### config.mk
export PLATFORM = sky130hd
export DESIGN_NAME = regfile
export DESIGN_NICKNAME = d
export VERILOG_FILES = /design/src/hw/rv64_params.svh /design/src/hw/rv64_core_pkg.sv /design/src/hw/regfile.sv
export SDC_FILE = /design/constraint.sdc
export NUM_CORES = 2
export LEC_CHECK = 0
export BUFFER_PORTS_ARGS = -buffer_cell sky130_fd_sc_hd__buf_2
export CORE_ASPECT_RATIO = 1.4
export CORE_MARGIN = 2
export CORE_UTILIZATION = 35
export DETAILED_ROUTE_END_ITERATION = 12
export SETUP_SLACK_MARGIN = 0.1
export SLEW_MARGIN = 20
export SYNTH_ARGS = -nofsm -noshare
export SYNTH_HDL_FRONTEND = slang
export SYNTH_SLANG_ARGS = --single-unit
### constraint.sdc
create_clock -name clk -period 3.9 [get_ports clk]
set_input_delay 0.78 -clock clk [delete_from_list [all_inputs] [get_ports clk]]
set_output_delay 0.78 -clock clk [all_outputs]
set_load 0.05 [all_outputs]
### src/hw/rv64_params.svh
// rv64 core constants
`ifndef RV64_PARAMS_SVH
`define RV64_PARAMS_SVH

// major opcodes, instruction bits 6 to 2
`define OPCODE_LUI      5'b01101
`define OPCODE_AUIPC    5'b00101
`define OPCODE_JAL      5'b11011
`define OPCODE_JALR     5'b11001
`define OPCODE_BRANCH   5'b11000
`define OPCODE_LOAD     5'b00000
`define OPCODE_STORE    5'b01000
`define OPCODE_OPIMM    5'b00100
`define OPCODE_OP       5'b01100
`define OPCODE_OPIMM32  5'b00110
`define OPCODE_OP32     5'b01110
`define OPCODE_SYSTEM   5'b11100

// alu group
`define FUNCT3_ADD      3'b000
`define FUNCT3_SLL      3'b001
`define FUNCT3_XOR      3'b100
`define FUNCT3_SRL      3'b101
`define FUNCT3_OR       3'b110
`define FUNCT3_AND      3'b111

// branch group
`define FUNCT3_BEQ      3'b000
`define FUNCT3_BNE      3'b001
`define FUNCT3_BLT      3'b100
`define FUNCT3_BGE      3'b101

// csr group
`define FUNCT3_CSRRW    3'b001
`define FUNCT3_CSRRS    3'b010
`define FUNCT3_CSRRC    3'b011
`define FUNCT3_CSRRWI   3'b101
`define FUNCT3_CSRRSI   3'b110
`define FUNCT3_CSRRCI   3'b111

`define CSR_MSCRATCH    12'h340
`define CSR_MTVEC       12'h305

`define RESET_PC        64'h0000_0000_8000_0000
// compared against an address with its low 12 bits cleared
`define DEVICE_PAGE     64'hFFFF_FFFF_FFFF_F000

`endif
### src/hw/rv64_core_pkg.sv
// rv64 datapath types
package rv64_core_pkg;

  // data and address word
  typedef logic [63:0] xlen_t;
  typedef logic [4:0]  reg_idx_t;
  typedef logic [11:0] csr_addr_t;

  // alu operations, W forms sign-extend bit 31
  typedef enum logic [3:0] {
    ALU_ADD  = 4'd0,
    ALU_SUB  = 4'd1,
    ALU_XOR  = 4'd2,
    ALU_OR   = 4'd3,
    ALU_AND  = 4'd4,
    ALU_SLL  = 4'd5,
    ALU_SRL  = 4'd6,
    ALU_ADDW = 4'd7,
    ALU_PASS = 4'd8
  } alu_op_e;

  // csr read-modify-write
  typedef enum logic [1:0] {
    CSR_NONE  = 2'd0,
    CSR_WRITE = 2'd1,
    CSR_SET   = 2'd2,
    CSR_CLEAR = 2'd3
  } csr_op_e;

  typedef enum logic [2:0] {
    BR_NONE = 3'd0,
    BR_EQ   = 3'd1,
    BR_NE   = 3'd2,
    BR_LT   = 3'd3,
    BR_GE   = 3'd4,
    BR_JUMP = 3'd5
  } br_op_e;

endpackage

### src/hw/regfile.sv
// integer register file
`timescale 1ns/10ps

module regfile (
  input  logic                    clk,
  input  logic                    rst,
  input  rv64_core_pkg::reg_idx_t rs1,
  input  rv64_core_pkg::reg_idx_t rs2,
  input  rv64_core_pkg::reg_idx_t rd,
  input  logic                    rd_wen,
  input  rv64_core_pkg::xlen_t    rd_wdata,
  output rv64_core_pkg::xlen_t    rs1_data,
  output rv64_core_pkg::xlen_t    rs2_data
);
  import rv64_core_pkg::*;

  xlen_t regs [32];

  always_ff @(posedge clk) begin
    if (rst) begin
      for (int i = 0; i < 32; i++) begin
        regs[i] <= '0;
      end
    end else if (rd_wen && rd != '0) begin
      regs[rd] <= rd_wdata;
    end
  end

  // x0 never written so it reads zero
  assign rs1_data = regs[rs1];
  assign rs2_data = regs[rs2];

endmodule

==> impl_metrics.csv <==
group,metric,value,unit
drt,dr.first_iter.drc_count,12100,
drt,met2_wirelength,214000,um
hold_path,holdPathEnd,"regs[0][10]$_SDFFCE_PN0P_",
cts,clkTransAtPathRegs,70,ps
timing,fin_ws,18.6,ps
floorplan,start_util,0.352,
synthesis,synthCells,7001,
drt,routed_wl,469000,um
cells_and_area,top_regs,"regs x2048",
floorplan,die_h,657,um
critical_path,cp_max_fo,10,
job,drv_cap,0,
timing,slew_violations,0,
cells_and_area,final_nets,7449,
critical_path,crit_type,"primary input to primary output",
cts,cts-buffers-inserted,201,
pwr,pwr-share-seq,0.474,
drt,vias,74600,
pwr,swShare,0.269,
drt,wl_per_cell,40.6,um
hold_path,whs_path_depth,1,
place,gp_congestion,0.951,
floorplan,num_io_pins,210,
cts,cts_tree,"built",
pwr,clockPowerShare,0.367,
floorplan,core_area,303000,um^2
drt,drtPass1Iterations,8,
floorplan,core.rowCount,239,
cells_and_area,area_growth,18.9,%
drt,viasPerCell,6.46,
place,io_buffers,209,
synthesis,synth_edf_count,2048,
pwr,p_int,40.2,mW
synthesis,synth_seq_area_share,0.576,
place,hpwlAfterDp,279000,um
synthesis,synthDistinctLibCells,41,
critical_path,critical_path_arrival,3100,ps
global_routing,grt_first_pass_wirelength,629000,um
global_routing,grt_usage,0.296,
floorplan,fp.dieW,471,um
timing,setup_viol,0,
pwr,power_density,434,nW/um^2
cts,cts_root_buffer,"clkbuf_16",
drt,wl_met3,58500,um
floorplan,dieArea,309000,um^2
global_routing,antenna_found_initial,92,
synthesis,ys_ff_latch,2048,
pwr,peakVddDrop,333,uV
pwr,total_power,55.0,mW
critical_path,end_kind,"primary output",
timing,hold_viol,0,
synthesis,synth_top_area_share,0.576,
timing,fmax,0.258,GHz
timing,fin_crit_sh,0.995,
timing,grt_setup_unrepaired,"yes",
timing,period_minus_slack,3880,ps
synthesis,async_flop_share,0,
critical_path,worstPathRequired,3120,ps
pwr,p_comb_frac,0.159,
global_routing,grt_overflow,0,
hold_path,worstHoldStart,"rst",
drt,highest_layer,"met5",
cts,clock_sinks,2048,
cells_and_area,top_register,"regs",
drt,drc_errors,0,
hold_path,worstHoldPathType,"primary input to flip-flop",
synthesis,ys.flop_type,"edfxtp_1",
cells_and_area,largest_reg_flops,2048,
status,status,"complete, no violations",
synthesis,ys_warn_count,0,
place,place_ws,-371,ps
drt,drt-met1-wl,151000,um
synthesis,synthesis.area,107000,um^2
critical_path,startpoint_type,"primary input",
global_routing,grt_pass1_vias,74000,
pwr,p_switching,14.8,mW
cts,clk_path_buf_depth,4,
cts,cts-htree-levels,4,
cells_and_area,drive_gt1_frac,0.302,
drt,antenna_left,0,
timing,tightest_slew,1130,ps
synthesis,synth_area_leaders,"edfxtp_1 (58%), mux4_2 (18%), and2_1 (12%)",
synthesis,syn_avg_cell_area,15.2,um^2
timing,max_slew_margin,0.245,
pwr,leakagePower,43.8,nW
synthesis,yosys.area.top_type,"edfxtp_1",
cts,cts_hold_buffers,0,
global_routing,grt_max_degree,65,
[metal layers]
metal,global-route usage,vias to the layer above
li1,-,27900
met3,0.0741,1934
met1,0.345,38300
met2,0.464,6514
met4,0.240,30
met5,0.00155,-
[through the flow]
stage / hold WS (ps) / TNS, ps / cells / utilization / cell area (um^2)
after floorplan: 978 / 0 / 7064 / - / 108000
after global placement: 1070 / -1830 / 11100 / 0.395 / 120000
after detailed placement: 1070 / -1790 / 11100 / 0.395 / 120000
after CTS: 114 / 0 / 11500 / 0.418 / 127000
after global routing: 125 / 0 / 11500 / 0.418 / 127000
final: 157 / 0 / 11600 / 0.419 / 127000
[cell usage after synthesis (all sizes together), types with 26 or more instances]
| cell type | instances |
|---|---|
| mux2 | 32 |
| or2 | 37 |
| a21oi | 41 |
| a22oi | 196 |
| edfxtp | 2048 |
| o22ai | 326 |
| buf | 272 |
| mux4 | 869 |
| mux2i | 286 |
| nor4 | 95 |
| nand3 | 49 |
| nor2 | 68 |
| and2 | 1991 |
| nand4 | 26 |
| a211oi | 36 |
| nor2b | 47 |
| clkbuf | 498 |
[power by group through the flow]
stage | registers [mW] | logic [mW] | clock network (mW)
finish | 26.1 | 8.75 | 20.2
detailed placement | 26.5 | 8.54 | 0
global placement | 26.4 | 8.49 | 0
CTS | 26.1 | 8.63 | 20.2
floorplan | 26.2 | 4.49 | 0
global route | 26.2 | 8.90 | 20.9
[worst max-delay path by stage]
stage	from	endpoint	slack, ps	depth (start not counted)
after floorplan	rs2[1]	rs2_data[60]	320	7
after global placement	rs1[0]	rs1_data[1]	-380	9
after detailed placement	rs1[0]	rs1_data[1]	-370	9
after CTS	rs1[2]	rs1_data[29]	110	11
after global routing	rs1[1]	rs1_data[29]	80	9
final	rs2[4]	rs2_data[1]	20	8
[critical path, cell delays in order]
cell	delay, ps
buf_2	310
buf_4	270
nand2b_2	390
buf_4	370
a21oi_1	140
nor4_4	350
buf_4	210
buf_2	260
[placed cells by master, fill, tap and decap left out, types with 32 or more instances in the layout]
| cell | instances |
|---|---|
| a211oi_1 | 35 |
| a21oi_1 | 41 |
| a22oi_1 | 194 |
| and2_1 | 1990 |
| buf_12 | 337 |
| buf_2 | 94 |
| buf_4 | 419 |
| clkbuf_16 | 204 |
| clkinv_1 | 42 |
| clkinv_2 | 40 |
| conb_1 | 64 |
| diode_2 | 57 |
| edfxtp_1 | 2048 |
| mux2_2 | 32 |
| mux2i_1 | 285 |
| mux4_2 | 869 |
| nand3_1 | 46 |
| nor2_4 | 37 |
| nor2b_1 | 38 |
| nor4_2 | 88 |
| o22ai_1 | 325 |
| or2_4 | 32 |
[final cells by class]
type / count / area [um^2]
clock inverters: 125 / 1280
flip-flops and latches: 2048 / 61500
clock buffers: 232 / 5190
inverters: 1 / 5.00
repair buffers: 870 / 10800
fillers: 27000 / 176000
well taps: 3976 / 4970
multi-input cells: 4245 / 43000
diodes: 57 / 143
[kinds of logic (layout without fill, tap and decap cells)]
| kind of cell | Yosys count | count (layout) | share of synthesized area |
|---|---|---|---|
| mux | 1187 | 1187 | 0.214 |
| compound gates | 627 | 627 | 0.0394 |
| flops | 2048 | 2048 | 0.576 |
| simple gates | 2367 | 2367 | 0.136 |
| buf+inv | 771 | 1228 | 0.0344 |
| other cells | 1 | 121 | 0.0000351 |
[timing repair]
action,4_1_cts,5_1_grt
setup endpoints to repair,47,11
pin swaps,5,3
setup buffers,8,0
resized for setup,28,11
gates cloned,4,1
(Power assumes the default switching activity.)
