$ cat config.mk
export PLATFORM = sky130hd
export DESIGN_NAME = csr_file
export DESIGN_NICKNAME = d
export VERILOG_FILES = /design/src/hw/rv64_core_pkg.sv /design/src/hw/csr_file.sv
export VERILOG_INCLUDE_DIRS = /design/src /design/src/hw
export SDC_FILE = /design/constraint.sdc
export NUM_CORES = 1
export LEC_CHECK = 0
export BUFFER_PORTS_ARGS = -buffer_cell sky130_fd_sc_hd__buf_4
export CORE_AREA = 2 2 125 127
export DETAILED_ROUTE_END_ITERATION = 10
export DIE_AREA = 0 0 127 129
export PLACE_DENSITY_LB_ADDON = 0.15
export SLEW_MARGIN = 10
export SYNTH_ARGS = -nofsm -noshare
export SYNTH_HDL_FRONTEND = slang
export SYNTH_SLANG_ARGS = --single-unit
export TNS_END_PERCENT = 1
$ cat constraint.sdc
create_clock -name clk -period 2.2 [get_ports clk]
set_input_delay 0.11 -clock clk [delete_from_list [all_inputs] [get_ports clk]]
set_output_delay 0.11 -clock clk [all_outputs]
set_load 0.03 [all_outputs]
$ cat src/hw/rv64_params.svh
// rv64 core constants
`ifndef RV64_PARAMS_SVH
`define RV64_PARAMS_SVH

// major opcodes, instruction bits 6 to 2
`define OPCODE_LUI      5'b01101
`define OPCODE_AUIPC    5'b00101
`define OPCODE_JAL      5'b11011
`define OPCODE_JALR     5'b11001
`define OPCODE_BRANCH   5'b11000
`define OPCODE_LOAD     5'b00000
`define OPCODE_STORE    5'b01000
`define OPCODE_OPIMM    5'b00100
`define OPCODE_OP       5'b01100
`define OPCODE_OPIMM32  5'b00110
`define OPCODE_OP32     5'b01110
`define OPCODE_SYSTEM   5'b11100

// alu group
`define FUNCT3_ADD      3'b000
`define FUNCT3_SLL      3'b001
`define FUNCT3_XOR      3'b100
`define FUNCT3_SRL      3'b101
`define FUNCT3_OR       3'b110
`define FUNCT3_AND      3'b111

// branch group
`define FUNCT3_BEQ      3'b000
`define FUNCT3_BNE      3'b001
`define FUNCT3_BLT      3'b100
`define FUNCT3_BGE      3'b101

// csr group
`define FUNCT3_CSRRW    3'b001
`define FUNCT3_CSRRS    3'b010
`define FUNCT3_CSRRC    3'b011
`define FUNCT3_CSRRWI   3'b101
`define FUNCT3_CSRRSI   3'b110
`define FUNCT3_CSRRCI   3'b111

`define CSR_MSCRATCH    12'h340
`define CSR_MTVEC       12'h305

`define RESET_PC        64'h0000_0000_8000_0000
// compared against an address with its low 12 bits cleared
`define DEVICE_PAGE     64'hFFFF_FFFF_FFFF_F000

`endif
$ cat src/hw/rv64_core_pkg.sv
// rv64 datapath types
package rv64_core_pkg;

  // data and address word
  typedef logic [63:0] xlen_t;
  typedef logic [4:0]  reg_idx_t;
  typedef logic [11:0] csr_addr_t;

  // alu operations, W forms sign-extend bit 31
  typedef enum logic [3:0] {
    ALU_ADD  = 4'd0,
    ALU_SUB  = 4'd1,
    ALU_XOR  = 4'd2,
    ALU_OR   = 4'd3,
    ALU_AND  = 4'd4,
    ALU_SLL  = 4'd5,
    ALU_SRL  = 4'd6,
    ALU_ADDW = 4'd7,
    ALU_PASS = 4'd8
  } alu_op_e;

  // csr read-modify-write
  typedef enum logic [1:0] {
    CSR_NONE  = 2'd0,
    CSR_WRITE = 2'd1,
    CSR_SET   = 2'd2,
    CSR_CLEAR = 2'd3
  } csr_op_e;

  typedef enum logic [2:0] {
    BR_NONE = 3'd0,
    BR_EQ   = 3'd1,
    BR_NE   = 3'd2,
    BR_LT   = 3'd3,
    BR_GE   = 3'd4,
    BR_JUMP = 3'd5
  } br_op_e;

endpackage

$ cat src/hw/csr_file.sv
// machine csrs
`timescale 1ns/10ps
`include "rv64_params.svh"

module csr_file (
  input  logic                     clk,
  input  logic                     rst,
  input  rv64_core_pkg::csr_op_e   csr_op,
  input  rv64_core_pkg::csr_addr_t csr_addr,
  input  rv64_core_pkg::xlen_t     csr_wdata,
  output rv64_core_pkg::xlen_t     csr_rdata
);
  import rv64_core_pkg::*;

  xlen_t mscratch;
  xlen_t mtvec;
  xlen_t csr_next;

  // unknown addresses read zero
  always_comb begin
    case (csr_addr)
      `CSR_MSCRATCH: csr_rdata = mscratch;
      `CSR_MTVEC:    csr_rdata = mtvec;
      default:       csr_rdata = '0;
    endcase
  end

  always_comb begin
    case (csr_op)
      CSR_WRITE: csr_next = csr_wdata;
      CSR_SET:   csr_next = csr_rdata | csr_wdata;
      CSR_CLEAR: csr_next = csr_rdata & ~csr_wdata;
      default:   csr_next = csr_rdata;
    endcase
  end

  always_ff @(posedge clk) begin
    if (rst) begin
      mscratch <= '0;
      mtvec    <= '0;
    end else if (csr_op != CSR_NONE) begin
      if (csr_addr == `CSR_MSCRATCH) begin
        mscratch <= csr_next;
      end
      if (csr_addr == `CSR_MTVEC) begin
        mtvec <= csr_next;
      end
    end
  end

endmodule

==> metrics.md <==
| Metric | Value |
|---|---|
| Max Freq | `around 540 MHz` |
| Data arrival, critical path | `1.74 ns` |
| Hold Vio Cnt, Final | `0` |
| VDD IR max | `between 0.4 and 0.5 mV` |
| Worst min-delay path category | `in -> reg` |
| Pwr dens | `around 610 mW/mm^2` |
| P_leak | `between 0.003 and 0.004 uW` |
| Setup TNS | `0 ns` |
| Clk_skew | `approximately 0.0068 ns` |
| RD Place Congestion | `0.815` |
| Clk sink count | `between 100 and 150` |
| Antenna-violating nets left | `0` |
| Most used cell, CP | `buf_4` |
| Gr ovfl total | `0` |
| Post-Route WL | `between 20,000 and 25,000 microns` |
| RSZ-0062 raised after global routing | `false` |
| CP Capture Type | `output pin` |
| Outcome | `complete, no violations` |
| Vias in the first global route | `around 6,900` |
| Post-Syn Area per Cell | `between 8 and 9 sq um` |
| Yosys warning count | `0` |
| Largest net degree at the start of global routing | `roughly 100` |
| Layout cell share with drive strength beyond 1 | `0.212` |
| Total CTS buffers | `17` |
| Slowest stage cell on the critical path | `or3_2` |
| Synth unique cells | `26` |
| Measured slew at the worst slew-check pin | `about 1.1 ns` |
| Starting Density | `0.482` |
| Initial antenna violation count | `0` |
| DR pass1 iterations | `7` |
| Final instance area | `0.00908 sq mm` |
| Fin Hold WS | `0.00528 ns` |
| Maximum fanout along the worst path | `35` |
| Root Buffer | `clkbuf_16` |
| I/O pins | `between 100 and 150` |
| Core Area | `0.0150 sq mm` |
| Die W | `between 100 and 150 microns` |
| Crit path largest cell delay | `0.43 ns` |
| Row count | `45` |
| CP required | `approximately 2.1 ns` |
| CP Cell Sequence | `buf_4, or3_4, or3_2, buf_4, nor2_1, buf_4` |
| Final period util | `0.843` |
| Port Buffers | `143` |
| CTS tree | `done` |
| Max-cap violation count | `0` |
| Clk slew on worst S/H paths | `0.05 ns` |
| Placed instance count | `roughly 1,100` |
| Via Count | `about 7,300` |
| DP Wirelength | `12,600 microns` |
| Cell Area, Synth | `just over 0.007 sq mm` |
| Post-layout min period | `about 1.9 ns` |
| Top post-synthesis cells by area | `dfxtp_1 35%, o221ai_1 16%, nor2b_1 11%` |
| Sequential element share of the synthesized area | `0.355` |
| Slew margin rel. | `0.273` |
| Critical path type | `in -> out` |
| Total die area | `0.0164 sq mm` |
| Avg Vias per Cell | `between 6 and 7` |
| Mapped Nets | `between 900 and 1,000` |
| Fin cells | `approximately 1,200` |
| Clk buf depth | `2` |
| Initial drt markers | `slightly above 800` |
| Cell count after synthesis | `890` |
| # Post-CTS Setup Buffers | `0` |
| Area leader, netlist | `dfxtp_1` |
| Post-route DRC | `0` |
| Post-synth top area share | `0.355` |
| Layout area overhead | `25.8%` |
| Startpoint Class | `primary input` |
| Nets@finish | `roughly 1,100` |
| Number of synthesized register bits | `128` |
| GRT Total Usage | `0.272` |
| Setup violators final | `0` |
| Clock Latency Late Sink | `0.41 ns` |
| Die Ht | `approximately 130 microns` |
| First-pass GRT wire length | `approximately 36,000 microns` |
| DR WL/cell | `19.1 microns` |
| # diodes | `0` |
| Fin. max-slew vios | `0` |
| Placed inst area | `0.00837 sq mm` |
| H-tree depth | `4` |
| # fillers | `~1,400` |
[synthesized netlist by cell type, drive strengths merged]
| master | number |
|---|---|
| a22oi | 64 |
| nand2b | 2 |
| nor2 | 66 |
| nor2b | 130 |
| o221ai | 128 |
| or2 | 2 |
| clkbuf | 73 |
| nor4 | 2 |
| o21ai | 128 |
| dfxtp | 128 |
| nor4b | 1 |
| nand2 | 67 |
| nand4bb | 1 |
| nand4 | 2 |
| or4b | 1 |
| xnor2 | 1 |
| buf | 26 |
| or3 | 2 |
| a21o | 64 |
| and3b | 1 |
| nor3b | 1 |
[power breakdown]
group	internal [uW]	total (uW)	switching, uW
registers	2320	2320	0.0885
clock network	1880	2860	982
logic	144	404	260
total	4340	5580	1240
[cell usage in the layout (no fill, tap or decap)]
| cell type | n |
|---|---|
| dlygate4sd3_1 | 10 |
| nor4b_1 | 1 |
| nor2b_1 | 130 |
| nand2b_2 | 1 |
| clkbuf_16 | 17 |
| a21o_1 | 64 |
| or3_2 | 1 |
| nor4_1 | 2 |
| clkinv_2 | 2 |
| o21ai_1 | 117 |
| and3b_2 | 1 |
| o21ai_0 | 8 |
| nor2_1 | 65 |
| clkbuf_1 | 4 |
| or3_4 | 1 |
| buf_12 | 8 |
| dfxtp_1 | 128 |
| a22oi_1 | 64 |
| o221ai_1 | 128 |
| nor2_4 | 1 |
| nand2_1 | 64 |
| nor3b_2 | 1 |
| nand4bb_1 | 1 |
| or4b_4 | 1 |
| nand2_2 | 3 |
| xnor2_1 | 1 |
| o21ai_2 | 3 |
| or2_2 | 2 |
| clkbuf_8 | 7 |
| nand2b_1 | 1 |
| bufinv_16 | 2 |
| buf_4 | 162 |
| nand4_1 | 2 |
[area by class of cell]
class | count | area (sq um) | share of cell area
Clock buffer | 28 | 537 | 0.0591
Clock inverter | 4 | 70.1 | 0.00772
Multi-Input combinational cell | 663 | 4200 | 0.462
Sequential cell | 128 | 2560 | 0.282
Tap cell | 188 | 235 | 0.0259
Timing Repair Buffer | 180 | 1480 | 0.163
[path summary, 6_finish.rpt]
check                    start            end  slack, ns  depth (start not counted)
setup / recovery   csr_addr[3]  csr_rdata[52]       0.35                          6
setup reg to reg  mscratch[27]      mtvec[27]       1.16                          3
hold reg to reg       mtvec[7]       mtvec[7]       0.59                          3
hold / removal    csr_wdata[7]       mtvec[7]      0.005                          3
[metal layers]
layer	vias up	part of all wire	track usage
met5	-	0	0
met4	0	0.0069	0.0627
met3	12	0.078	0.0541
met2	337	0.46	0.438
met1	3450	0.46	0.379
li1	3549	-	-
[cell families after synthesis]
logic type	count (synthesis)	share of synthesized area
AO/OA/AOI/OAI	384	0.379
XOR/XNOR	1	0.00121
buffers and inverters	99	0.0671
flip-flops	128	0.355
AND/OR/NAND/NOR	278	0.198
[state kept, by name, summed over array words and instances (netlist names)]
signal and flops:
mtvec 64, mscratch 64
[repair_timing]
action,in CTS,in global routing
hold buffers,10,0
hold endpoints to repair,10,0
gates resized for setup,0,0
[critical path: cells and delay by family]
kind	cells	cell delay (ns)
buf+inv	3	0.59
simple gates	3	1.04
[stage by stage]
step                      setup slack, ns   util  total power, uW
final                               0.346  0.606             5580
after global routing                0.289  0.606             5740
after CTS                           0.332  0.606             5590
after detailed placement            0.285  0.559             2750
after global placement              0.320  0.559             2750
after floorplan                     0.469      -             2540
Note: power is estimated with default switching activity, not from simulation.
