--- src/hw/rv64_params.svh ---
// rv64 core constants
`ifndef RV64_PARAMS_SVH
`define RV64_PARAMS_SVH

// major opcodes, instruction bits 6 to 2
`define OPCODE_LUI      5'b01101
`define OPCODE_AUIPC    5'b00101
`define OPCODE_JAL      5'b11011
`define OPCODE_JALR     5'b11001
`define OPCODE_BRANCH   5'b11000
`define OPCODE_LOAD     5'b00000
`define OPCODE_STORE    5'b01000
`define OPCODE_OPIMM    5'b00100
`define OPCODE_OP       5'b01100
`define OPCODE_OPIMM32  5'b00110
`define OPCODE_OP32     5'b01110
`define OPCODE_SYSTEM   5'b11100

// alu group
`define FUNCT3_ADD      3'b000
`define FUNCT3_SLL      3'b001
`define FUNCT3_XOR      3'b100
`define FUNCT3_SRL      3'b101
`define FUNCT3_OR       3'b110
`define FUNCT3_AND      3'b111

// branch group
`define FUNCT3_BEQ      3'b000
`define FUNCT3_BNE      3'b001
`define FUNCT3_BLT      3'b100
`define FUNCT3_BGE      3'b101

// csr group
`define FUNCT3_CSRRW    3'b001
`define FUNCT3_CSRRS    3'b010
`define FUNCT3_CSRRC    3'b011
`define FUNCT3_CSRRWI   3'b101
`define FUNCT3_CSRRSI   3'b110
`define FUNCT3_CSRRCI   3'b111

`define CSR_MSCRATCH    12'h340
`define CSR_MTVEC       12'h305

`define RESET_PC        64'h0000_0000_8000_0000
// compared against an address with its low 12 bits cleared
`define DEVICE_PAGE     64'hFFFF_FFFF_FFFF_F000

`endif
--- src/hw/rv64_core_pkg.sv ---
// rv64 datapath types
package rv64_core_pkg;

  // data and address word
  typedef logic [63:0] xlen_t;
  typedef logic [4:0]  reg_idx_t;
  typedef logic [11:0] csr_addr_t;

  // alu operations, W forms sign-extend bit 31
  typedef enum logic [3:0] {
    ALU_ADD  = 4'd0,
    ALU_SUB  = 4'd1,
    ALU_XOR  = 4'd2,
    ALU_OR   = 4'd3,
    ALU_AND  = 4'd4,
    ALU_SLL  = 4'd5,
    ALU_SRL  = 4'd6,
    ALU_ADDW = 4'd7,
    ALU_PASS = 4'd8
  } alu_op_e;

  // csr read-modify-write
  typedef enum logic [1:0] {
    CSR_NONE  = 2'd0,
    CSR_WRITE = 2'd1,
    CSR_SET   = 2'd2,
    CSR_CLEAR = 2'd3
  } csr_op_e;

  typedef enum logic [2:0] {
    BR_NONE = 3'd0,
    BR_EQ   = 3'd1,
    BR_NE   = 3'd2,
    BR_LT   = 3'd3,
    BR_GE   = 3'd4,
    BR_JUMP = 3'd5
  } br_op_e;

endpackage

--- src/hw/exe_stage.sv ---
// alu and branch unit
`timescale 1ns/10ps

module exe_stage (
  input  rv64_core_pkg::xlen_t    op1,
  input  rv64_core_pkg::xlen_t    op2,
  input  rv64_core_pkg::alu_op_e  alu_op,
  input  rv64_core_pkg::br_op_e   br_op,
  input  rv64_core_pkg::xlen_t    target,
  input  rv64_core_pkg::xlen_t    rs1_data,
  input  rv64_core_pkg::xlen_t    rs2_data,
  input  rv64_core_pkg::xlen_t    dmem_rdata,
  input  logic                    mem_ren,
  input  rv64_core_pkg::reg_idx_t rd,
  input  logic                    rd_wen_in,
  output rv64_core_pkg::xlen_t    rd_wdata,
  output logic                    rd_wen,
  output logic                    branch_taken,
  output rv64_core_pkg::xlen_t    branch_target
);
  import rv64_core_pkg::*;

  xlen_t       alu_res;
  logic [31:0] addw_sum;

  assign addw_sum = op1[31:0] + op2[31:0];

  always_comb begin
    case (alu_op)
      ALU_ADD:  alu_res = op1 + op2;
      ALU_SUB:  alu_res = op1 - op2;
      ALU_XOR:  alu_res = op1 ^ op2;
      ALU_OR:   alu_res = op1 | op2;
      ALU_AND:  alu_res = op1 & op2;
      ALU_SLL:  alu_res = op1 << op2[5:0];
      ALU_SRL:  alu_res = op1 >> op2[5:0];
      ALU_ADDW: alu_res = {{32{addw_sum[31]}}, addw_sum};
      default:  alu_res = op1;
    endcase
  end

  // signed compare for blt and bge
  always_comb begin
    case (br_op)
      BR_EQ:   branch_taken = (rs1_data == rs2_data);
      BR_NE:   branch_taken = (rs1_data != rs2_data);
      BR_LT:   branch_taken = ($signed(rs1_data) < $signed(rs2_data));
      BR_GE:   branch_taken = ($signed(rs1_data) >= $signed(rs2_data));
      BR_JUMP: branch_taken = 1'b1;
      default: branch_taken = 1'b0;
    endcase
  end

  assign branch_target = target;

  // writeback select, x0 writes dropped
  assign rd_wdata = mem_ren ? dmem_rdata : alu_res;
  assign rd_wen   = rd_wen_in && (rd != '0);

endmodule

--- config.mk ---
export PLATFORM = sky130hd
export DESIGN_NAME = exe_stage
export DESIGN_NICKNAME = d
export VERILOG_FILES = /design/src/hw/rv64_params.svh /design/src/hw/rv64_core_pkg.sv /design/src/hw/exe_stage.sv
export SDC_FILE = /design/constraint.sdc
export NUM_CORES = 1
export LEC_CHECK = 0
export BUFFER_PORTS_ARGS = -buffer_cell sky130_fd_sc_hd__buf_2
export CAP_MARGIN = 20
export CELL_PAD_IN_SITES_DETAIL_PLACEMENT = 0
export CELL_PAD_IN_SITES_GLOBAL_PLACEMENT = 1
export CORE_ASPECT_RATIO = 1.2
export CORE_MARGIN = 2
export CORE_UTILIZATION = 40
export DETAILED_ROUTE_END_ITERATION = 12
export PLACE_DENSITY = 0.89
export SYNTH_ARGS = -nofsm -noshare
export SYNTH_HDL_FRONTEND = slang
export SYNTH_SLANG_ARGS = --single-unit
--- constraint.sdc ---
create_clock -name vclk -period 7.9
set_input_delay 0.79 -clock vclk [all_inputs]
set_output_delay 0.79 -clock vclk [all_outputs]
set_load 0.1 [all_outputs]
==> flow_metrics.tcl, run 1 <==
set metrics [dict create \
    grt_usage_pct 39.4 \
    syn_nets 3795 \
    status "complete, no violations" \
    seq_cell_count 0 \
    cp.required_ns 7.11 \
    dieArea_um2 54600 \
    wl_um 113000 \
    synth-seq-area-share_pct 0 \
    holdPathStages 0 \
    synth_cell_type_count 87 \
    grt_pass1_vias 24625 \
    grt_max_degree 131 \
    final_common_cell "buf_2" \
    drive_gt1_share_pct 18.8 \
    post_cts_buffers 0 \
    slew_violations 0 \
    setup_viol 0 \
    hold_violations 0 \
    grt_first_pass_wirelength_um 162000 \
    tns_ns 0 \
    syn_inst 3138 \
    antenna_found_initial 6 \
    final.min_clock_period_ns 7.63 \
    pin_count 528 \
    slew_headroom_pct 28.4 \
    num_vias 26514 \
    crit_type "in2out" \
    port_buffers 400 \
    overflow 0 \
    drc 0 \
    rsz0062_at_grt "no" \
    ys_warn_count 0 \
    cp-end-kind "primary output" \
    die_w_um 214 \
    hp-start "target[18]" \
    initial_core_util_pct 40.3 \
    arrival_ns 6.84 \
    syn_area_per_cell_um2 6.72 \
    wl_per_cell_um 28.3 \
    gp_congestion 1.08 \
    hold_end "branch_target[18]" \
    holdBufCountCts 0 \
    syn2layout_area_growth_pct 12.0 \
    dp_hpwl_um 91300 \
    drt-vias-per-instance 6.60 \
    cap_viol_max_count 0 \
    final_antenna_net_count 0 \
    dr.pass1.iters 7 \
    fillers 5589 \
    min_path_type "in2out" \
    die_h_um 256 \
    syn_area_um2 21100 \
    seq_area_um2 0 \
    clkbuf_count 0 \
    tightest_slew_ns 1.06 \
    worst-path-max-fanout 10 \
    layout.nets 3967 \
    max_freq_ghz 0.131 \
    period_share_pct 96.6 \
    core_area_um2 52400 \
    final_cell_mix "364 x buf_2, 337 x a21oi_1, 322 x nor2_1, 277 x nand2_1, 257 x ha_1" \
    worst_setup_path_start_kind "input port" \
    dr.first_iter.drc_count 3514 \
    cts_resized 0 \
    row_count 92 \
]
-- cell usage after synthesis, types with 14 or more instances --
master / instances / share of area (%)
o22ai_1: 32 / 0.95
buf_4: 73 / 2.6
mux4_2: 64 / 6.8
nand4_1: 36 / 1.1
a221o_1: 14 / 0.66
a21oi_1: 337 / 8.0
a21o_1: 68 / 2.4
nor3_1: 54 / 1.3
o31ai_1: 21 / 0.75
mux2_2: 54 / 2.9
o21bai_1: 18 / 0.64
o221ai_1: 20 / 0.83
a211oi_1: 64 / 2.3
inv_1: 224 / 4.0
and2_1: 14 / 0.42
and3_1: 19 / 0.56
mux2i_1: 158 / 7.5
nand2b_1: 21 / 0.62
ha_1: 257 / 15
xor2_1: 28 / 1.2
a221oi_1: 61 / 2.5
clkbuf_1: 150 / 2.7
a31oi_1: 44 / 1.3
o21ai_0: 248 / 5.9
o211ai_1: 28 / 1.0
nand3_1: 49 / 1.2
xnor2_1: 100 / 4.2
or3_1: 25 / 0.74
buf_2: 33 / 0.78
buf_1: 28 / 0.50
nor2_1: 322 / 5.7
nand2_1: 277 / 4.9
-- area by class of cell --
| type | count | area (um2) | area share [%] |
|---|---|---|---|
| multi-input cells | 2626 | 18900 | 80.1 |
| inverters | 227 | 856 | 3.62 |
| well taps | 705 | 882 | 3.73 |
| repair buffers | 455 | 2960 | 12.5 |
| diodes | 3 | 7.51 | 0.0318 |
-- cells by family after synthesis --
group / share of synthesized area, %
multiplexers: 17.2
adder cells (fa/ha/maj): 15.4
buffers and inverters: 10.6
AND/OR/NAND/NOR: 18.8
AO/OA/AOI/OAI: 32.6
XOR/XNOR: 5.31
-- worst max-delay path by stage --
stage	start	end	slack, ns	cells past startpoint
6_report	op2[17]	rd_wdata[59]	0.27	18
5_1_grt	op2[17]	rd_wdata[59]	0.003	18
4_1_cts	op2[22]	rd_wdata[59]	0.38	18
3_5_place_dp	op2[22]	rd_wdata[59]	0.43	18
3_3_place_gp	op2[17]	rd_wdata[59]	0.45	19
2_1_floorplan	op2[0]	rd_wdata[63]	0.03	25
-- per-stage QoR --
step / std cells / area [um2] / hold slack (ns) / utilization [%] / worst slack [ns]
2_1_floorplan: 3138 / 21100 / 1.79 / - / 0.0251
3_3_place_gp: 4013 / 23600 / 1.58 / 45.1 / 0.447
3_5_place_dp: 4013 / 23600 / 1.58 / 45.1 / 0.432
4_1_cts: 4013 / 23600 / 1.58 / 45.1 / 0.382
5_1_grt: 4015 / 23600 / 1.58 / 45.1 / 0.00349
6_report: 4016 / 23600 / 1.58 / 45.1 / 0.270
-- metal layers --
layer  vias to the layer above  global-route usage [%]  routed length (um)
li1                      11854                       -                   -
met1                     12458                    51.5               44200
met2                      1784                    60.9               49300
met3                       416                    7.96               12600
met4                         2                    20.3                7330
met5                         -                       0                  10
-- worst max-delay path, cell delays in order --
cell      delay [ns]
buf_2           0.13
or3_1           0.42
nor3_1          0.35
nor3b_1         0.50
and3_1          0.39
nor4b_1         0.89
nand2_1         0.21
o31ai_1         0.35
xnor2_1         0.11
ha_1            0.43
nand4_1         0.20
nor3_1          0.09
or4_4           0.50
a2111o_1        0.47
and3_1          0.19
o311a_1         0.29
a311oi_2        0.28
buf_12          0.22
==> inputs of run 2 (changes only) <==
BUFFER_PORTS_ARGS = not set   (was -buffer_cell sky130_fd_sc_hd__buf_2)
CORE_UTILIZATION = 45   (was 40)
DONT_BUFFER_PORTS = 1   (was not set)
PLACE_DENSITY = 0.85   (was 0.89)
==> run 2 against run 1 <==
Net effect: die area shrank 11%; critical path depth shrank 1; first-iteration DRC count grew 7.9%; cell area shrank 8.3%; worst setup slack gained 0.44 ns; core utilization grew 1.8 points; hold slack is the same; cell count shrank 11%; critical path type unchanged.
==> flow_metrics.tcl, run 2 (synthesized netlist as in run 1, its figures left out) <==
set metrics [dict create \
    core_area_um2 46200 \
    worst-path-max-fanout 10 \
    p_sw_w 0.00130 \
    gp_congestion 1.05 \
    stdcell_count 3567 \
    final_antenna_net_count 0 \
    p_leak_nw 9.41 \
    grt_pass1_vias 24039 \
    holdPathStages 0 \
    clkbuf_count 0 \
    wl_um 115000 \
    initial_core_util_pct 45.7 \
    crit_type "in2out" \
    final_common_cell "a21oi_1" \
    period_share_pct 91.1 \
    max_freq_ghz 0.139 \
    hp-start "target[28]" \
    antenna_found_initial 12 \
    final_cell_mix "331 x a21oi_1, 321 x nor2_1, 277 x nand2_1, 257 x ha_1, 233 x o21ai_0" \
    post_cts_buffers 0 \
    status "complete, no violations" \
    setup_viol 0 \
    seq_cell_count 0 \
    arrival_ns 6.40 \
    rsz0062_at_grt "no" \
    drt-vias-per-instance 7.24 \
    final.min_clock_period_ns 7.19 \
    grt_max_degree 157 \
    wl_met2_um 49300 \
    met1_length_um 43800 \
    die_w_um 202 \
    dr.pass1.iters 6 \
    tns_ns 0 \
    drive_gt1_share_pct 10.5 \
    die_h_um 241 \
    hold_ws_ns 1.58 \
    grt_usage_pct 44.5 \
    pin_count 528 \
    overflow 0 \
    slew_headroom_pct 17.8 \
    total_power_w 0.00194 \
    grt_first_pass_wirelength_um 163000 \
    power_frac_seq_pct 0 \
    num_vias 25820 \
    worst_slack_ns 0.706 \
    drc 0 \
    cts_resized 0 \
    layout.nets 3607 \
    row_count 86 \
    swShare_pct 67.1 \
    highest_layer "met5" \
    dieArea_um2 48600 \
    internal_power_w 0.000638 \
    clockPowerShare_pct 0 \
    slew_violations 0 \
    cp.required_ns 7.11 \
    tightest_slew_ns 1.20 \
    seq_area_um2 0 \
    min_path_type "in2out" \
    wl_met3_um 15000 \
    cap_viol_max_count 0 \
    hold_end "branch_target[28]" \
    p_per_area_nw_per_um2 89.4 \
    worst_setup_path_start_kind "input port" \
    syn2layout_area_growth_pct 2.67 \
    wl_per_cell_um 32.1 \
    dp.cells 3564 \
    dr.first_iter.drc_count 3793 \
    vdd_drop_max_mv 0.0752 \
    holdBufCountCts 0 \
    fillers 4812 \
    hold_violations 0 \
    place_ws_ns 0.870 \
    dp_hpwl_um 90900 \
    cp-end-kind "primary output" \
    combPwrFrac_pct 100.0 \
    port_buffers 0 \
]
==> run 2: changes by cell type in the layout (fill, tap and decap cells not counted), moves of 6 or more <==
cell	before	now
a21oi_1	337	331
a21oi_2	2	8
a31oi_1	44	28
a31oi_2	0	16
buf_12	36	0
buf_2	364	0
buf_4	54	93
o21ai_0	247	233
o21ai_2	0	15
==> run 2: worst max-delay path by stage <==
stage / start / end / cells past startpoint
floorplan: op2[0] / rd_wdata[63] / 25
global placement: op2[22] / rd_wdata[59] / 17
detailed placement: op2[22] / rd_wdata[59] / 17
CTS: op2[22] / rd_wdata[59] / 17
global route: op2[22] / rd_wdata[59] / 17
finish: op2[22] / rd_wdata[59] / 17
==> run 2: power groups by stage <==
stage	sequential [W]	combinational, W	clock, W
floorplan	0	0.00153	0
global placement	0	0.00186	0
detailed placement	0	0.00186	0
CTS	0	0.00187	0
global route	0	0.00203	0.0000000000169
finish	0	0.00194	0.00000000000212
==> run 2: area by class of cell <==
type                            count  area, um2  share of cell area [%]
Multi-Input combinational cell   2626      19300                    89.0
Tap cell                          616        771                    3.56
Inverter                          227        856                    3.95
Antenna cell                        3       7.51                  0.0347
Timing Repair Buffer               95        753                    3.48
==> run 2: worst max-delay path, stage by stage <==
cell and delay [ns]:
or3_1 0.41, or3_1 0.40, nor3b_1 0.38, and3_1 0.40, nor4b_1 0.75, nand2_1 0.19
o31ai_1 0.28, xnor2_1 0.10, ha_1 0.43, nand4_1 0.18, nor3_1 0.08, or4_4 0.50
a2111o_1 0.46, and3_1 0.19, o311a_1 0.32, a311oi_4 0.21, buf_4 0.33
==> run 2: stage by stage <==
stage | area [um2] | util [%]
floorplan | 21100 | -
global placement | 21700 | 46.9
detailed placement | 21700 | 46.9
CTS | 21700 | 46.9
global route | 21700 | 46.9
finish | 21700 | 46.9
==> run 2: layer usage <==
| layer | track usage (%) | up-vias |
|---|---|---|
| met2 | 68.9 | 1972 |
| met1 | 57.0 | 12308 |
| met3 | 13.1 | 391 |
| met5 | 0 | - |
| met4 | 20.5 | 10 |
| li1 | - | 11139 |
Note: power is estimated with default switching activity, not from simulation.
