## config.mk

```make
export PLATFORM = sky130hd
export DESIGN_NAME = id_stage
export DESIGN_NICKNAME = d
export VERILOG_FILES = /design/src/hw/rv64_core_pkg.sv /design/src/hw/rv64_isa_pkg.sv /design/src/hw/id_stage.sv
export VERILOG_INCLUDE_DIRS = /design/src /design/src/hw
export SDC_FILE = /design/constraint.sdc
export NUM_CORES = 1
export LEC_CHECK = 0
export BUFFER_PORTS_ARGS = -buffer_cell sky130_fd_sc_hd__clkbuf_2
export CAP_MARGIN = 20
export CORE_AREA = 2 2 278 280
export DETAILED_ROUTE_END_ITERATION = 16
export DIE_AREA = 0 0 280 282
export GPL_ROUTABILITY_DRIVEN = 0
export PLACE_DENSITY = 0.5
export RECOVER_POWER = 50
export REMOVE_ABC_BUFFERS = 1
export SYNTH_ARGS = -nofsm -noshare
export SYNTH_HDL_FRONTEND = slang
export SYNTH_SLANG_ARGS = --single-unit
```

## constraint.sdc

```tcl
create_clock -name vclk -period 7.2
set_clock_uncertainty 0.1 [all_clocks]
set_input_delay 0.72 -clock vclk [all_inputs]
set_output_delay 0.72 -clock vclk [all_outputs]
set_load 0.1 [all_outputs]
```

## src/hw/rv64_params.svh

```systemverilog
// rv64 core constants
`ifndef RV64_PARAMS_SVH
`define RV64_PARAMS_SVH

// major opcodes, instruction bits 6 to 2
`define OPCODE_LUI      5'b01101
`define OPCODE_AUIPC    5'b00101
`define OPCODE_JAL      5'b11011
`define OPCODE_JALR     5'b11001
`define OPCODE_BRANCH   5'b11000
`define OPCODE_LOAD     5'b00000
`define OPCODE_STORE    5'b01000
`define OPCODE_OPIMM    5'b00100
`define OPCODE_OP       5'b01100
`define OPCODE_OPIMM32  5'b00110
`define OPCODE_OP32     5'b01110
`define OPCODE_SYSTEM   5'b11100

// alu group
`define FUNCT3_ADD      3'b000
`define FUNCT3_SLL      3'b001
`define FUNCT3_XOR      3'b100
`define FUNCT3_SRL      3'b101
`define FUNCT3_OR       3'b110
`define FUNCT3_AND      3'b111

// branch group
`define FUNCT3_BEQ      3'b000
`define FUNCT3_BNE      3'b001
`define FUNCT3_BLT      3'b100
`define FUNCT3_BGE      3'b101

// csr group
`define FUNCT3_CSRRW    3'b001
`define FUNCT3_CSRRS    3'b010
`define FUNCT3_CSRRC    3'b011
`define FUNCT3_CSRRWI   3'b101
`define FUNCT3_CSRRSI   3'b110
`define FUNCT3_CSRRCI   3'b111

`define CSR_MSCRATCH    12'h340
`define CSR_MTVEC       12'h305

`define RESET_PC        64'h0000_0000_8000_0000
// compared against an address with its low 12 bits cleared
`define DEVICE_PAGE     64'hFFFF_FFFF_FFFF_F000

`endif
```

## src/hw/rv64_core_pkg.sv

```systemverilog
// rv64 datapath types
package rv64_core_pkg;

  // data and address word
  typedef logic [63:0] xlen_t;
  typedef logic [4:0]  reg_idx_t;
  typedef logic [11:0] csr_addr_t;

  // alu operations, W forms sign-extend bit 31
  typedef enum logic [3:0] {
    ALU_ADD  = 4'd0,
    ALU_SUB  = 4'd1,
    ALU_XOR  = 4'd2,
    ALU_OR   = 4'd3,
    ALU_AND  = 4'd4,
    ALU_SLL  = 4'd5,
    ALU_SRL  = 4'd6,
    ALU_ADDW = 4'd7,
    ALU_PASS = 4'd8
  } alu_op_e;

  // csr read-modify-write
  typedef enum logic [1:0] {
    CSR_NONE  = 2'd0,
    CSR_WRITE = 2'd1,
    CSR_SET   = 2'd2,
    CSR_CLEAR = 2'd3
  } csr_op_e;

  typedef enum logic [2:0] {
    BR_NONE = 3'd0,
    BR_EQ   = 3'd1,
    BR_NE   = 3'd2,
    BR_LT   = 3'd3,
    BR_GE   = 3'd4,
    BR_JUMP = 3'd5
  } br_op_e;

endpackage

```

## src/hw/rv64_isa_pkg.sv

```systemverilog
// rv64 isa types
package rv64_isa_pkg;

  // raw instruction word
  typedef logic [31:0] inst_t;

  // major opcode, bits 6 to 2
  typedef logic [4:0] opcode_t;

  // minor function codes
  typedef logic [2:0] funct3_t;
  typedef logic [6:0] funct7_t;

  // instruction formats, picks the immediate layout
  typedef enum logic [2:0] {
    ITYPE_R    = 3'd0,
    ITYPE_I    = 3'd1,
    ITYPE_S    = 3'd2,
    ITYPE_B    = 3'd3,
    ITYPE_U    = 3'd4,
    ITYPE_J    = 3'd5,
    ITYPE_NONE = 3'd7
  } itype_e;

endpackage

```

## src/hw/id_stage.sv

```systemverilog
// instruction decoder
`timescale 1ns/10ps
`include "rv64_params.svh"

module id_stage (
  input  logic                    rst,
  input  rv64_isa_pkg::inst_t     inst,
  input  rv64_core_pkg::xlen_t    pc,
  input  rv64_core_pkg::xlen_t    rs1_data,
  input  rv64_core_pkg::xlen_t    rs2_data,
  input  rv64_core_pkg::xlen_t    csr_rdata,
  output rv64_core_pkg::reg_idx_t rs1,
  output rv64_core_pkg::reg_idx_t rs2,
  output rv64_core_pkg::reg_idx_t rd,
  output logic                    rd_wen,
  output logic                    mem_ren,
  output logic                    mem_wen,
  output rv64_core_pkg::xlen_t    mem_addr,
  output rv64_core_pkg::xlen_t    mem_wdata,
  output rv64_core_pkg::csr_op_e  csr_op,
  output rv64_core_pkg::csr_addr_t csr_addr,
  output rv64_core_pkg::xlen_t    csr_wdata,
  output rv64_core_pkg::alu_op_e  alu_op,
  output rv64_core_pkg::br_op_e   br_op,
  output rv64_core_pkg::xlen_t    op1,
  output rv64_core_pkg::xlen_t    op2,
  output rv64_core_pkg::xlen_t    target,
  output logic                    skip
);
  import rv64_isa_pkg::*;
  import rv64_core_pkg::*;

  opcode_t opcode;
  funct3_t funct3;
  funct7_t funct7;
  itype_e  itype;
  xlen_t   imm_i;
  xlen_t   imm_s;
  xlen_t   imm_b;
  xlen_t   imm_u;
  xlen_t   imm_j;
  xlen_t   imm;
  xlen_t   shamt;
  xlen_t   csr_zimm;
  xlen_t   jalr_sum;
  logic    is_mem;
  logic    dev_hit;

  // shared by OP and OP-IMM, unsupported codes fall back to PASS
  function automatic alu_op_e alu_sel(input funct3_t f3, input logic sub);
    alu_op_e op;
    case (f3)
      `FUNCT3_ADD: op = sub ? ALU_SUB : ALU_ADD;
      `FUNCT3_SLL: op = ALU_SLL;
      `FUNCT3_XOR: op = ALU_XOR;
      `FUNCT3_SRL: op = ALU_SRL;
      `FUNCT3_OR:  op = ALU_OR;
      `FUNCT3_AND: op = ALU_AND;
      default:     op = ALU_PASS;
    endcase
    return op;
  endfunction

  assign opcode = inst[6:2];
  assign funct3 = inst[14:12];
  assign funct7 = inst[31:25];
  assign rd     = inst[11:7];
  assign rs1    = inst[19:15];
  assign rs2    = inst[24:20];

  // immediates, all sign-extended to 64 bits
  assign imm_i = {{52{inst[31]}}, inst[31:20]};
  assign imm_s = {{52{inst[31]}}, inst[31:25], inst[11:7]};
  assign imm_b = {{52{inst[31]}}, inst[7], inst[30:25], inst[11:8], 1'b0};
  assign imm_u = {{32{inst[31]}}, inst[31:12], 12'b0};
  assign imm_j = {{44{inst[31]}}, inst[19:12], inst[20], inst[30:21], 1'b0};
  assign shamt    = {58'd0, inst[25:20]};
  assign csr_zimm = {59'd0, inst[19:15]};

  always_comb begin
    case (opcode)
      `OPCODE_LUI, `OPCODE_AUIPC:  itype = ITYPE_U;
      `OPCODE_JAL:                 itype = ITYPE_J;
      `OPCODE_BRANCH:              itype = ITYPE_B;
      `OPCODE_STORE:               itype = ITYPE_S;
      `OPCODE_OP, `OPCODE_OP32:    itype = ITYPE_R;
      `OPCODE_JALR, `OPCODE_LOAD, `OPCODE_OPIMM,
      `OPCODE_OPIMM32, `OPCODE_SYSTEM: itype = ITYPE_I;
      default:                     itype = ITYPE_NONE;
    endcase
  end

  always_comb begin
    case (itype)
      ITYPE_I: imm = imm_i;
      ITYPE_S: imm = imm_s;
      ITYPE_B: imm = imm_b;
      ITYPE_U: imm = imm_u;
      ITYPE_J: imm = imm_j;
      default: imm = '0;
    endcase
  end

  assign jalr_sum  = rs1_data + imm;
  assign mem_addr  = rs1_data + imm;
  assign mem_wdata = rs2_data;
  assign csr_addr  = inst[31:20];
  assign csr_wdata = funct3[2] ? csr_zimm : rs1_data;

  always_comb begin
    rd_wen  = 1'b0;
    mem_ren = 1'b0;
    mem_wen = 1'b0;
    csr_op  = CSR_NONE;
    alu_op  = ALU_PASS;
    br_op   = BR_NONE;
    op1     = '0;
    op2     = '0;
    target  = pc + imm;
    case (opcode)
      `OPCODE_LUI: begin
        rd_wen = 1'b1;
        op1    = imm;
      end
      `OPCODE_AUIPC: begin
        rd_wen = 1'b1;
        alu_op = ALU_ADD;
        op1    = pc;
        op2    = imm;
      end
      `OPCODE_JAL, `OPCODE_JALR: begin
        rd_wen = 1'b1;
        br_op  = BR_JUMP;
        op1    = pc + 64'd4;
        if (opcode == `OPCODE_JALR) begin
          target = {jalr_sum[63:1], 1'b0};
        end
      end
      `OPCODE_BRANCH: begin
        case (funct3)
          `FUNCT3_BEQ: br_op = BR_EQ;
          `FUNCT3_BNE: br_op = BR_NE;
          `FUNCT3_BLT: br_op = BR_LT;
          `FUNCT3_BGE: br_op = BR_GE;
          default:     br_op = BR_NONE;
        endcase
      end
      `OPCODE_LOAD: begin
        rd_wen  = 1'b1;
        mem_ren = 1'b1;
      end
      `OPCODE_STORE: mem_wen = 1'b1;
      `OPCODE_OPIMM: begin
        alu_op = alu_sel(funct3, 1'b0);
        rd_wen = (alu_op != ALU_PASS);
        op1    = rs1_data;
        op2    = (alu_op == ALU_SLL || alu_op == ALU_SRL) ? shamt : imm;
      end
      `OPCODE_OP: begin
        alu_op = alu_sel(funct3, funct7[5]);
        rd_wen = (alu_op != ALU_PASS);
        op1    = rs1_data;
        op2    = rs2_data;
      end
      `OPCODE_OPIMM32, `OPCODE_OP32: begin
        // only ADDIW and ADDW
        if (funct3 == `FUNCT3_ADD && !(opcode == `OPCODE_OP32 && funct7[5])) begin
          rd_wen = 1'b1;
          alu_op = ALU_ADDW;
          op1    = rs1_data;
          op2    = (opcode == `OPCODE_OP32) ? rs2_data : imm;
        end
      end
      `OPCODE_SYSTEM: begin
        case (funct3)
          `FUNCT3_CSRRW, `FUNCT3_CSRRWI: csr_op = CSR_WRITE;
          `FUNCT3_CSRRS, `FUNCT3_CSRRSI: csr_op = CSR_SET;
          `FUNCT3_CSRRC, `FUNCT3_CSRRCI: csr_op = CSR_CLEAR;
          default:                       csr_op = CSR_NONE;
        endcase
        // old csr value goes to rd
        rd_wen = (csr_op != CSR_NONE);
        op1    = csr_rdata;
      end
      default: ;
    endcase
    // no side effects while held in reset
    if (rst) begin
      rd_wen  = 1'b0;
      mem_ren = 1'b0;
      mem_wen = 1'b0;
      csr_op  = CSR_NONE;
    end
  end

  assign is_mem  = (opcode == `OPCODE_LOAD) || (opcode == `OPCODE_STORE);
  assign dev_hit = (mem_addr & ~64'hFFF) == `DEVICE_PAGE;

  // reference model does not track csr or device state
  assign skip = (opcode == `OPCODE_SYSTEM) || (is_mem && dev_hit);

endmodule

```

==> impl_metrics.yaml <==
finish:
  nNetsFinal: 3384
  fin_area_sq_mm: 0.0217
  design.seq.count: 0
  fillCellCount: 8537
  area_growth_pct: 58.9
  layout-drive-gt1-share_pct: 32.8
  area.sequential_sq_um: 0
  clkbuf_count: 0
  multi_input_area_sq_mm: 0.0128
placed_design:
  dpl_cell_area_sq_mm: 0.0213
  numPortBuffers: 711
  pre_cts_slack_ns: -0.430
  dp_hpwl_microns: 89700
synthesis:
  yosysSeqAreaShare_pct: 0
  synth_commonest_cells: "nand2_1 (249), a21oi_1 (188), o21ai_0 (167), nor2_1 (166), ha_1 (121)"
  synth_area_sq_mm: 0.0137
  yosys.cell_count.top_type: "nand2_1"
  synth_area_leaders: "ha_1 (11%), a21oi_1 (6.9%), nand2_1 (6.8%)"
  synth_top_area_cell: "ha_1"
  synth_warnings: 0
  ys_types: 92
  syn_inst: 2135
  synth_top_area_share_pct: 11.1
  avgSynthCellArea_sq_um: 6.40
sta:
  setup_viol: 0
  fmax_ghz: 0.141
  hold_violations: 0
  grt_setup_unrepaired: "yes"
  relSlewSlack_pct: -68.4
  worst-slew-pin-transition_ns: 2.53
  setup_tns_ns: 0
  timing.hold.ws_ns: 1.87
  slew_viol_final: 75
  fin_crit_sh_pct: 98.7
  layout_min_cycle_time_ns: 7.11
  timing.final.ws_setup_ns: 0.0933
routing:
  vias: 20300
  drc: 0
  ant_nets: 0
  wire_per_inst_microns: 26.0
  via_per_inst: 5.12
  dr.pass1.iters: 9
  met3_wirelength_microns: 7010
  drt-met1-wl_microns: 41900
  wl_microns: 103000
  dr.max_layer_used: "met5"
  route.met2.wl_microns: 50500
  drt_iter0_markers: 1745
die:
  io_pins: 713
  core_area_sq_mm: 0.0757
  fp.dieW_microns: 280
  die_h_microns: 282
  start_util_pct: 18.0
  row_count: 101
  dieArea_sq_mm: 0.0790
run_status:
  status: "finished with violations"
  violations: "capacitance limit, slew limit"
power_and_ir_drop:
  p_per_area_mw_per_mm2: 178
  p_total_mw: 3.87
  leakagePower_nw: 10.5
  ir_drop_v: 0.000111
worst_hold_path:
  hp-class: "input port to primary output"
  min_delay_worst_endpoint: "op1[62]"
  worstHoldPathCells: 4
  hp-start: "csr_rdata[62]"
worst_setup_path:
  crit_fanout: 14
  critPathCaptureType: "primary output"
  worstPathRequired_ns: 6.38
  crit_slowest_cell: "or4_4"
  cp-start-kind: "input port"
  cpPeakStageDelay_ns: 0.57
  path_cells: "clkbuf_4, buf_6, buf_12, or3b_4, a21boi_4, nand2_2, nand2_4, ha_1, and4_1, and2_1, a221oi_2, o31ai_1, buf_4, xor2_2, and3_1, nand4_1, nor4_4, nand4_1, or4_4, or4_4, nor4_4, a31o_1, buf_12"
  worstSetupPathType: "input port to primary output"
  arrival_ns: 6.29
global_routing:
  antenna_found_initial: 24
  grt_pass1_vias: 18800
  grt_pass1_wl_microns: 139000
  grt_max_degree: 45
  grt-ovfl-total: 0
  track_usage_pct: 24.2
job:
  cap_violations: 3
cts:
  holdBufCountCts: 0
## worst max path at each step
stage | cells after the start | startpoint | endpoint | slack (ns)
final | 23 | inst[4] | skip | 0.09
after global routing | 24 | inst[5] | skip | -0.08
after CTS | 27 | inst[4] | skip | -0.08
after detailed placement | 24 | inst[5] | skip | -0.43
after global placement | 26 | inst[5] | skip | -0.44
after floorplan | 17 | inst[5] | target[58] | -2.77
## worst max-delay path: cells and delay by family
| family | cells | cell delay [ns] |
|---|---|---|
| compound gates | 4 | 0.93 |
| fa+ha+maj | 1 | 0.30 |
| buf+inv | 5 | 0.79 |
| xor+xnor | 1 | 0.20 |
| simple gates | 12 | 3.30 |
## metrics by stage
stage | util, % | cells
floorplan | - | 1915
global placement | 28.1 | 3935
detailed placement | 28.1 | 3935
CTS | 28.3 | 3935
global route | 28.7 | 3950
finish | 28.7 | 3955
## final cells by class
type                       instances  area share [%]
multi-input combinational       1855            58.9
timing repair buffer            1055            34.3
inverter                          60            1.04
tap                              978            5.64
antenna                            7          0.0807
## metal layers
| metal | track usage [%] | up-vias |
|---|---|---|
| met3 | 4.27 | 129 |
| li1 | - | 9555 |
| met1 | 29.6 | 9638 |
| met5 | 0 | - |
| met2 | 43.9 | 921 |
| met4 | 5.42 | 10 |
## repair_timing
item / CTS / global route
buffers inserted: 0 / 10
cloned: 0 / 1
resized for setup: 21 / 89
setup endpoints to repair: 13 / 13
pin swaps: 1 / 20
hold endpoints to repair: 0 / 0
## where the power goes
part | leakage (nW) | switching [mW] | internal (mW)
Clock | 0.0000444 | 0 | 0.000000132
Combinational | 10.5 | 2.73 | 1.14
Sequential | 0 | 0 | 0
## cell usage in the layout (no fill, tap or decap), drive strengths merged, types with 26 or more instances in the layout
cell type / count
nand2: 251
o211ai: 42
nand3: 53
o21ai: 170
inv: 58
xnor2: 102
a21oi: 189
o21bai: 29
nor2: 167
buf: 449
ha: 121
a21o: 114
nand4: 37
a222oi: 55
nor2b: 73
clkbuf: 606
xor2: 70
a31oi: 26
nor3: 44
and3: 38
## logic make-up after synthesis
| kind of cell | share of synthesized area, % |
|---|---|
| compound gates | 39.7 |
| simple gates | 26.2 |
| buf+inv | 10.4 |
| xor+xnor | 11.1 |
| fa+ha+maj | 11.8 |
| mux | 0.715 |
(Power assumes the default switching activity.)
